<file path="src/logic/cpuPkg.sv">
// Processor shared definitions
package cpuPkg;

    localparam int wordWidth = 32;

    typedef logic [wordWidth-1:0] word_t;
    typedef logic [3:0] regAddr_t;

    // Instruction field positions
    localparam int opHi    = 31;
    localparam int opLo    = 27;
    localparam int raHi    = 26;
    localparam int raLo    = 23;
    localparam int rbHi    = 22;
    localparam int rbLo    = 19;
    localparam int rcHi    = 18;
    localparam int rcLo    = 15;
    localparam int constHi = 18;
    localparam int constLo = 0;

    // Encodings follow the original instruction set
    typedef enum logic [4:0] {
        opLd   = 5'd0,
        opLdi  = 5'd1,
        opSt   = 5'd2,
        opAdd  = 5'd3,
        opSub  = 5'd4,
        opAnd  = 5'd5,
        opOr   = 5'd6,
        opShr  = 5'd7,
        opShra = 5'd8,
        opShl  = 5'd9,
        opRor  = 5'd10,
        opRol  = 5'd11,
        opAddi = 5'd12,
        opAndi = 5'd13,
        opOri  = 5'd14,
        opNeg  = 5'd17,
        opNot  = 5'd18,
        opIn   = 5'd22,
        opOut  = 5'd23
    } opcode_t;

    typedef enum logic [3:0] {
        aluPass,
        aluAdd,
        aluSub,
        aluAnd,
        aluOr,
        aluShl,
        aluShr,
        aluShra,
        aluRol,
        aluRor,
        aluNeg,
        aluNot
    } aluOp_t;

    // Register file write source
    typedef enum logic [1:0] {
        fromZ,
        fromMdr,
        fromInPort
    } writeSrc_t;

endpackage

</file>
<file path="src/logic/alu.sv">
// Arithmetic and logic unit
module alu (
    input  cpuPkg::aluOp_t  aluOp,
    input  cpuPkg::word_t   aluA,
    input  cpuPkg::word_t   aluB,
    output cpuPkg::word_t   aluResult
);

    logic [4:0]  shamt;
    logic [63:0] rolWide;
    logic [63:0] rorWide;

    assign shamt = aluB[4:0];

    // Rotates from a doubled copy of A
    assign rolWide = {aluA, aluA} << shamt;
    assign rorWide = {aluA, aluA} >> shamt;

    always_comb begin
        case (aluOp)
            cpuPkg::aluAdd:  aluResult = aluA + aluB;
            cpuPkg::aluSub:  aluResult = aluA - aluB;
            cpuPkg::aluAnd:  aluResult = aluA & aluB;
            cpuPkg::aluOr:   aluResult = aluA | aluB;
            cpuPkg::aluShl:  aluResult = aluA << shamt;
            cpuPkg::aluShr:  aluResult = aluA >> shamt;
            cpuPkg::aluShra: aluResult = $signed(aluA) >>> shamt;
            cpuPkg::aluRol:  aluResult = rolWide[63:32];
            cpuPkg::aluRor:  aluResult = rorWide[31:0];
            cpuPkg::aluNeg:  aluResult = -aluA;
            cpuPkg::aluNot:  aluResult = ~aluA;
            default:         aluResult = aluA;
        endcase
    end

endmodule

</file>
<file path="src/logic/controlUnit.sv">
// Control unit
// Fetch, decode and execute sequencing
module controlUnit (
    input  logic               clk,
    input  logic               reset,
    input  logic               stop,
    input  cpuPkg::opcode_t    opcode,
    output logic               run,
    output logic               marFromPc,
    output logic               incPc,
    output logic               memRead,
    output logic               memWrite,
    output logic               mdrLoad,
    output logic               irLoad,
    output logic               yLoad,
    output logic               zLoad,
    output logic               marFromZ,
    output logic               regWrite,
    output logic               outLoad,
    output logic               useConst,
    output logic               baseOut,
    output cpuPkg::aluOp_t     aluOp,
    output cpuPkg::writeSrc_t  writeSrc
);

    typedef enum logic [3:0] {
        stFetch0,
        stFetch1,
        stFetch2,
        stFetch3,
        stDecode,
        stExY,
        stExZ,
        stExWb,
        stExMar,
        stExRead,
        stExMdr,
        stExLdWb,
        stExWrite,
        stExIn,
        stExOut
    } state_t;

    state_t state;
    state_t nextState;
    logic   enable;
    logic   isLoad;
    logic   isMem;
    logic   constOp;
    logic   baseOp;

    // Opcode to ALU function
    function automatic cpuPkg::aluOp_t aluFor(input cpuPkg::opcode_t op);
        case (op)
            cpuPkg::opAdd, cpuPkg::opAddi, cpuPkg::opLdi,
            cpuPkg::opLd, cpuPkg::opSt:   return cpuPkg::aluAdd;
            cpuPkg::opSub:                return cpuPkg::aluSub;
            cpuPkg::opAnd, cpuPkg::opAndi: return cpuPkg::aluAnd;
            cpuPkg::opOr, cpuPkg::opOri:  return cpuPkg::aluOr;
            cpuPkg::opShl:                return cpuPkg::aluShl;
            cpuPkg::opShr:                return cpuPkg::aluShr;
            cpuPkg::opShra:               return cpuPkg::aluShra;
            cpuPkg::opRol:                return cpuPkg::aluRol;
            cpuPkg::opRor:                return cpuPkg::aluRor;
            cpuPkg::opNeg:                return cpuPkg::aluNeg;
            cpuPkg::opNot:                return cpuPkg::aluNot;
            default:                      return cpuPkg::aluPass;
        endcase
    endfunction

    // A state only acts in a cycle where it also advances
    assign enable = run && !stop;

    assign isLoad  = (opcode == cpuPkg::opLd);
    assign isMem   = isLoad || (opcode == cpuPkg::opSt);
    assign baseOp  = isMem || (opcode == cpuPkg::opLdi);
    assign constOp = baseOp || (opcode == cpuPkg::opAddi) ||
                     (opcode == cpuPkg::opAndi) || (opcode == cpuPkg::opOri);

    always_ff @(posedge clk or posedge reset) begin
        if (reset) begin
            run <= 1'b0;
        end else begin
            run <= !stop;
        end
    end

    always_ff @(posedge clk or posedge reset) begin
        if (reset) begin
            state <= stFetch0;
        end else if (enable) begin
            state <= nextState;
        end
    end

    always_comb begin
        nextState = stFetch0;
        case (state)
            stFetch0: nextState = stFetch1;
            stFetch1: nextState = stFetch2;
            stFetch2: nextState = stFetch3;
            stFetch3: nextState = stDecode;
            stDecode: begin
                case (opcode)
                    cpuPkg::opIn:  nextState = stExIn;
                    cpuPkg::opOut: nextState = stExOut;
                    default: begin
                        // Unknown codes map to pass and go back to fetch
                        if (aluFor(opcode) != cpuPkg::aluPass) begin
                            nextState = stExY;
                        end
                    end
                endcase
            end
            stExY:    nextState = stExZ;
            stExZ:    nextState = isMem ? stExMar : stExWb;
            stExMar:  nextState = isLoad ? stExRead : stExWrite;
            stExRead: nextState = stExMdr;
            stExMdr:  nextState = stExLdWb;
            default:  nextState = stFetch0;
        endcase
    end

    // Strobes from the present state
    always_comb begin
        marFromPc = 1'b0;
        incPc     = 1'b0;
        memRead   = 1'b0;
        memWrite  = 1'b0;
        mdrLoad   = 1'b0;
        irLoad    = 1'b0;
        yLoad     = 1'b0;
        zLoad     = 1'b0;
        marFromZ  = 1'b0;
        regWrite  = 1'b0;
        outLoad   = 1'b0;
        useConst  = 1'b0;
        baseOut   = 1'b0;
        aluOp     = cpuPkg::aluPass;
        writeSrc  = cpuPkg::fromZ;
        if (enable) begin
            case (state)
                stFetch0: begin
                    marFromPc = 1'b1;
                    incPc     = 1'b1;
                end
                stFetch1, stExRead: memRead = 1'b1;
                stFetch2, stExMdr:  mdrLoad = 1'b1;
                stFetch3: irLoad = 1'b1;
                stExY: begin
                    yLoad   = 1'b1;
                    baseOut = baseOp;
                end
                stExZ: begin
                    zLoad    = 1'b1;
                    useConst = constOp;
                    aluOp    = aluFor(opcode);
                end
                stExWb:   regWrite = 1'b1;
                stExMar:  marFromZ = 1'b1;
                stExLdWb: begin
                    regWrite = 1'b1;
                    writeSrc = cpuPkg::fromMdr;
                end
                stExWrite: memWrite = 1'b1;
                stExIn: begin
                    regWrite = 1'b1;
                    writeSrc = cpuPkg::fromInPort;
                end
                stExOut: outLoad = 1'b1;
                default: ;
            endcase
        end
    end

endmodule

</file>
<file path="src/logic/cpuTop.sv">
// Multi-cycle processor top level
module cpuTop (
    input  logic           clk,
    input  logic           reset,
    input  logic           stop,
    input  cpuPkg::word_t  inPort,
    input  cpuPkg::word_t  memRdata,
    output logic           run,
    output logic           memRead,
    output logic           memWrite,
    output logic           outStrobe,
    output cpuPkg::word_t  memAddr,
    output cpuPkg::word_t  memWdata,
    output cpuPkg::word_t  outPort
);

    // Control strobes
    logic marFromPc;
    logic incPc;
    logic mdrLoad;
    logic irLoad;
    logic yLoad;
    logic zLoad;
    logic marFromZ;
    logic regWrite;
    logic outLoad;
    logic useConst;
    logic baseOut;

    cpuPkg::aluOp_t    aluOp;
    cpuPkg::writeSrc_t writeSrc;
    cpuPkg::opcode_t   opcode;

    // Register file and ALU connections
    cpuPkg::regAddr_t raAddr;
    cpuPkg::regAddr_t rbAddr;
    cpuPkg::regAddr_t rcAddr;
    cpuPkg::word_t    raData;
    cpuPkg::word_t    rbData;
    cpuPkg::word_t    rcData;
    cpuPkg::word_t    writeData;
    cpuPkg::word_t    aluA;
    cpuPkg::word_t    aluB;
    cpuPkg::word_t    aluResult;

    controlUnit i_control (
        .clk       (clk),
        .reset     (reset),
        .stop      (stop),
        .opcode    (opcode),
        .run       (run),
        .marFromPc (marFromPc),
        .incPc     (incPc),
        .memRead   (memRead),
        .memWrite  (memWrite),
        .mdrLoad   (mdrLoad),
        .irLoad    (irLoad),
        .yLoad     (yLoad),
        .zLoad     (zLoad),
        .marFromZ  (marFromZ),
        .regWrite  (regWrite),
        .outLoad   (outLoad),
        .useConst  (useConst),
        .baseOut   (baseOut),
        .aluOp     (aluOp),
        .writeSrc  (writeSrc)
    );

    dataPath i_dataPath (
        .clk       (clk),
        .reset     (reset),
        .marFromPc (marFromPc),
        .incPc     (incPc),
        .mdrLoad   (mdrLoad),
        .irLoad    (irLoad),
        .yLoad     (yLoad),
        .zLoad     (zLoad),
        .marFromZ  (marFromZ),
        .outLoad   (outLoad),
        .useConst  (useConst),
        .baseOut   (baseOut),
        .aluOp     (aluOp),
        .memRdata  (memRdata),
        .inPort    (inPort),
        .opcode    (opcode),
        .raAddr    (raAddr),
        .rbAddr    (rbAddr),
        .rcAddr    (rcAddr),
        .rbData    (rbData),
        .rcData    (rcData),
        .raData    (raData),
        .aluA      (aluA),
        .aluB      (aluB),
        .aluResult (aluResult),
        .writeData (writeData),
        .writeSrc  (writeSrc),
        .memAddr   (memAddr),
        .memWdata  (memWdata),
        .outPort   (outPort),
        .outStrobe (outStrobe)
    );

    registerFile i_regFile (
        .clk       (clk),
        .reset     (reset),
        .regWrite  (regWrite),
        .raAddr    (raAddr),
        .rbAddr    (rbAddr),
        .rcAddr    (rcAddr),
        .writeData (writeData),
        .raData    (raData),
        .rbData    (rbData),
        .rcData    (rcData)
    );

    alu i_alu (
        .aluOp     (aluOp),
        .aluA      (aluA),
        .aluB      (aluB),
        .aluResult (aluResult)
    );

endmodule

</file>
<file path="src/logic/dataPath.sv">
// Processor datapath registers
// Field extraction and operand selection
module dataPath (
    input  logic               clk,
    input  logic               reset,
    input  logic               marFromPc,
    input  logic               incPc,
    input  logic               mdrLoad,
    input  logic               irLoad,
    input  logic               yLoad,
    input  logic               zLoad,
    input  logic               marFromZ,
    input  logic               outLoad,
    input  logic               useConst,
    input  logic               baseOut,
    input  cpuPkg::aluOp_t     aluOp,
    input  cpuPkg::word_t      memRdata,
    input  cpuPkg::word_t      inPort,
    output cpuPkg::opcode_t    opcode,
    output cpuPkg::regAddr_t   raAddr,
    output cpuPkg::regAddr_t   rbAddr,
    output cpuPkg::regAddr_t   rcAddr,
    input  cpuPkg::word_t      rbData,
    input  cpuPkg::word_t      rcData,
    input  cpuPkg::word_t      raData,
    output cpuPkg::word_t      aluA,
    output cpuPkg::word_t      aluB,
    input  cpuPkg::word_t      aluResult,
    output cpuPkg::word_t      writeData,
    input  cpuPkg::writeSrc_t  writeSrc,
    output cpuPkg::word_t      memAddr,
    output cpuPkg::word_t      memWdata,
    output cpuPkg::word_t      outPort,
    output logic               outStrobe
);

    cpuPkg::word_t pc;
    cpuPkg::word_t ir;
    cpuPkg::word_t mar;
    cpuPkg::word_t mdr;
    cpuPkg::word_t y;
    cpuPkg::word_t z;
    cpuPkg::word_t constC;
    cpuPkg::word_t baseValue;
    logic          unaryOp;

    assign opcode = cpuPkg::opcode_t'(ir[cpuPkg::opHi:cpuPkg::opLo]);
    assign raAddr = ir[cpuPkg::raHi:cpuPkg::raLo];
    assign rbAddr = ir[cpuPkg::rbHi:cpuPkg::rbLo];
    assign rcAddr = ir[cpuPkg::rcHi:cpuPkg::rcLo];

    // Sign-extended constant C
    assign constC = {{(cpuPkg::wordWidth - cpuPkg::constHi - 1){ir[cpuPkg::constHi]}},
                     ir[cpuPkg::constHi:cpuPkg::constLo]};

    // R0 reads as zero when used as a base
    assign baseValue = (baseOut && rbAddr == '0) ? '0 : rbData;

    // neg and not take only Y, B is held at zero
    assign unaryOp = (aluOp == cpuPkg::aluNeg) || (aluOp == cpuPkg::aluNot);
    assign aluA    = y;
    assign aluB    = unaryOp ? '0 : (useConst ? constC : rcData);

    always_comb begin
        case (writeSrc)
            cpuPkg::fromMdr:    writeData = mdr;
            cpuPkg::fromInPort: writeData = inPort;
            default:            writeData = z;
        endcase
    end

    assign memAddr  = mar;
    assign memWdata = raData;

    always_ff @(posedge clk or posedge reset) begin
        if (reset) begin
            pc        <= '0;
            ir        <= '0;
            outPort   <= '0;
            outStrobe <= 1'b0;
        end else begin
            if (incPc) begin
                pc <= pc + 1'b1;
            end
            if (irLoad) begin
                ir <= mdr;
            end
            if (outLoad) begin
                outPort <= raData;
            end
            outStrobe <= outLoad;
        end
    end

    always_ff @(posedge clk) begin
        if (marFromPc) begin
            mar <= pc;
        end else if (marFromZ) begin
            mar <= z;
        end
        if (mdrLoad) begin
            mdr <= memRdata;
        end
        if (yLoad) begin
            y <= baseValue;
        end
        if (zLoad) begin
            z <= aluResult;
        end
    end

endmodule

</file>
<file path="src/logic/registerFile.sv">
// General register file
module registerFile (
    input  logic              clk,
    input  logic              reset,
    input  logic              regWrite,
    input  cpuPkg::regAddr_t  raAddr,
    input  cpuPkg::regAddr_t  rbAddr,
    input  cpuPkg::regAddr_t  rcAddr,
    input  cpuPkg::word_t     writeData,
    output cpuPkg::word_t     raData,
    output cpuPkg::word_t     rbData,
    output cpuPkg::word_t     rcData
);

    cpuPkg::word_t regs [16];

    // Asynchronous reads
    assign raData = regs[raAddr];
    assign rbData = regs[rbAddr];
    assign rcData = regs[rcAddr];

    always_ff @(posedge clk or posedge reset) begin
        if (reset) begin
            for (int i = 0; i < 16; i++) begin
                regs[i] <= '0;
            end
        end else if (regWrite) begin
            regs[raAddr] <= writeData;
        end
    end

endmodule

</file>
<file path="config.mk">
export PLATFORM = sky130hd
export DESIGN_NAME = cpuTop
export DESIGN_NICKNAME = d
export VERILOG_FILES = /design/src/logic/cpuPkg.sv /design/src/logic/alu.sv /design/src/logic/controlUnit.sv /design/src/logic/cpuTop.sv /design/src/logic/dataPath.sv /design/src/logic/registerFile.sv
export SDC_FILE = /design/constraint.sdc
export NUM_CORES = 2
export LEC_CHECK = 0
export BUFFER_PORTS_ARGS = -buffer_cell sky130_fd_sc_hd__buf_2
export CORE_MARGIN = 10
export CORE_UTILIZATION = 60
export DETAILED_ROUTE_END_ITERATION = 12
export PLACE_DENSITY = 0.79
export SYNTH_ARGS = -nofsm -noshare
export SYNTH_HDL_FRONTEND = slang
export SYNTH_SLANG_ARGS = --single-unit
</file>
<file path="constraint.sdc">
create_clock -name clk -period 28.4 [get_ports clk]
set_clock_uncertainty 0.2 [all_clocks]
set_input_delay 2.84 -clock clk [delete_from_list [all_inputs] [get_ports clk]]
set_output_delay 2.84 -clock clk [all_outputs]
set_load 0.03 [all_outputs]
</file>
==> impl_metrics.py <==
metrics = {
    "clock_network": {
        "cts_tree": "done",
        "clk_pin_slew_ps": 80,
        "htreeDepth": 3,
        "cts_buffers": 81,
        "clockBufferDepth": 3,
        "cts_resized": 0,
        "cts.sinks": 742,
        "root_buffer": "clkbuf_16",
        "hold_buffers": 0,
        "worstSkewPairLatency_ps": 690,
        "post-cts-setup-buffers": 0,
    },
    "worst_setup_path": {
        "crit_type": "in -> reg",
        "cp-end-kind": "flop",
        "worst_ep_required_time_ps": 28610,
        "crit_fanout": 49,
        "arrival_ps": 10440,
        "rr_worst_depth": 21,
        "critPathLaunchType": "input port",
        "crit_path_max_incr_delay_ps": 810,
        "crit_path_top_delay_cell": "nor3_1",
        "crit_start": "stop",
        "r2r_start": "i_dataPath.ir[18]",
        "path_cells": "buf_2 -> and4bb_2 -> nand2b_1 -> inv_2 -> buf_4 -> o21a_1 -> nor2_4 -> inv_2 -> buf_4 -> nand2_1 -> nor3_1 -> nor2_1 -> xnor2_1 -> ha_1 -> or3_1 -> o31ai_1 -> o21a_1 -> o211ai_1 -> o31ai_1 -> o21ai_0 -> o41ai_1 -> o21ai_0 -> xnor2_1 -> o22ai_1",
    },
    "logic_synthesis": {
        "synth_area_leaders": "dfrtp_1 31%, mux4_2 20%, edfxtp_1 7.8%",
        "synth_flop_cell": "dfrtp_1",
        "yosys.cell_types.count": 100,
        "yosys_warnings": 0,
        "ys_ff_latch": 742,
        "synthArstFlopShare": 0.8275,
        "syn_inst": 4735,
        "synth_top_area_cell": "dfrtp_1",
        "synth_edf_count": 128,
        "synth_area_sq_um": 49120,
        "yosysMostFrequentCell": "nand2_1",
        "synth_top_area_frac": 0.3128,
        "synth_nets": 4849,
        "syn_area_per_cell_sq_um": 10.37,
        "ys_seq_area_frac": 0.3910,
        "synth_common_cells": "829 x nand2_1, 661 x o21ai_0, 614 x dfrtp_1",
    },
    "cells_and_area": {
        "fillers": 5852,
        "postLayoutCoreUtil": 0.6647,
        "fin_cells": 5812,
        "drive_gt1_frac": 0.2253,
        "area_growth_pct": 9.351,
        "design_area_sq_um": 53710,
        "nets": 4797,
    },
    "pwr": {
        "power.density_nw_per_um2": 97.49,
        "peakVddDrop_v": 0.0001075,
        "total_power_mw": 5.236,
        "p_leak_nw": 21.55,
    },
    "timing": {
        "rsz0062_at_grt": "false",
        "setup_tns_ps": 0,
        "setup_viol": 0,
        "finalHoldViolCount": 0,
        "maxSlewHeadroom": 0.1099,
        "worst_slew_pin_slew_ps": 1335,
        "max_freq_mhz": 97.74,
        "post-route-period-util": 0.3602,
        "period_needed_ps": 10230,
        "maxSlewViolCount": 0,
        "hold_ws_ps": 290.8,
        "fin_ws_ps": 18170,
    },
    "placed_design": {
        "io_buffers": 166,
        "hpwlAfterDp_mm": 138.1,
        "dpl_cell_area_sq_um": 50770,
        "gp_congestion": 1.107,
        "placed_cells": 5660,
        "place_ws_ps": 17900,
    },
    "global_route": {
        "grt_antenna_before_repair": 11,
        "grt_max_degree": 166,
        "grt_usage": 0.4318,
        "grt_pass1_wl_mm": 300.2,
        "grt_pass1_vias": 43327,
        "overflow": 0,
    },
    "detailed_routing": {
        "routed_wirelength_mm": 205.4,
        "ant_nets": 0,
        "drtPass1Iterations": 6,
        "num_vias": 44424,
        "wire_per_inst_microns": 35.33,
        "drcViolationCount": 0,
        "vias_per_cell": 7.643,
        "drtIter0Drc": 6750,
    },
    "status": {
        "status": "finished, final reports clean",
    },
    "min_path": {
        "min_path_type": "reg -> reg",
        "hp-start": "i_dataPath.pc[31]",
        "hold-path-cell-count": 1,
    },
    "floorplanning": {
        "core_region_area_sq_um": 80810,
        "die_area_sq_um": 93710,
        "die_h_microns": 306.1,
        "start_util": 0.6079,
        "io_pins": 167,
        "row_count": 104,
        "die_width_microns": 306.1,
    },
    "flow_run": {
        "cap_violations": 0,
    },
}
layout by cell type, fill, tap and decap left out, types with 56 or more instances in the layout:
master / count
mux2i_1: 156
o21ai_0: 660
a22oi_1: 56
edfxtp_1: 128
mux4_2: 441
buf_4: 138
clkbuf_16: 83
a21oi_1: 173
nand2_1: 817
xnor2_1: 64
nor2_1: 208
mux2_2: 83
o22ai_1: 62
nand3_1: 81
dfrtp_1: 602
buf_2: 166
registers in the layout (all words and copies together), names as in the netlist:
signal / cells
i_regFile.regs: 512
i_dataPath.aluA: 32
i_dataPath.ir: 32
i_dataPath.mdr: 32
i_dataPath.memAddr: 32
i_dataPath.outPort: 32
i_dataPath.pc: 32
i_dataPath.z: 32
i_control.state: 4
i_control.run: 1
i_dataPath.outStrobe: 1
final timing paths:
| check | slack (ps) | to |
|---|---|---|
| setup / recovery | 18170 | i_dataPath.z[31] |
| hold / removal | 290 | i_dataPath.pc[31] |
| setup reg to reg | 19690 | i_dataPath.z[31] |
| hold reg to reg | 290 | i_dataPath.pc[31] |
| max in group asynchronous | 23730 | i_dataPath.ir[19] |
| min in group asynchronous | 2050 | i_regFile.regs[10] |
metal layers:
| metal | wire (microns) | global-route usage | vias to the layer above |
|---|---|---|---|
| li1 | - | - | 17750 |
| met4 | 15150 | 0.2578 | 6 |
| met5 | 41 | 0 | - |
| met3 | 30980 | 0.1491 | 901 |
| met1 | 70340 | 0.5459 | 21880 |
| met2 | 88840 | 0.6400 | 3887 |
where the power goes:
group / total [mW] / internal, mW / switching, mW
clock network: 1.17 / 0.682 / 0.487
logic: 2.64 / 0.947 / 1.70
registers: 1.42 / 1.19 / 0.231
critical path, delay by kind of cell:
family | cells | cell delay [ps]
AO/OA/AOI/OAI | 9 | 2840
AND/OR/NAND/NOR | 7 | 2420
buffers and inverters | 5 | 1680
XOR/XNOR | 2 | 380
adder cells (fa/ha/maj) | 1 | 230
cell type report:
| type | count | area (sq um) | share of cell area |
|---|---|---|---|
| multi-input combinational | 3520 | 28170 | 0.5244 |
| sequential | 742 | 19250 | 0.3584 |
| clock buffer | 112 | 2326 | 0.04330 |
| timing repair buffer | 306 | 1907 | 0.03550 |
| tap | 1060 | 1326 | 0.02469 |
| clock inverter | 38 | 605.6 | 0.01127 |
| inverter | 32 | 128.9 | 0.002399 |
| antenna | 2 | 5.005 | 0.00009317 |
cells by family (layout without fill, tap and decap cells):
group | Yosys count | after routing | share of synthesized area
simple gates | 1385 | 1385 | 0.1226
compound gates | 1304 | 1304 | 0.1586
flops | 742 | 742 | 0.3910
mux | 689 | 689 | 0.2576
buf+inv | 473 | 488 | 0.04106
xor+xnor | 95 | 95 | 0.01694
fa+ha+maj | 47 | 47 | 0.01212
other cells | 0 | 2 | 0
(Power assumes the default switching activity.)
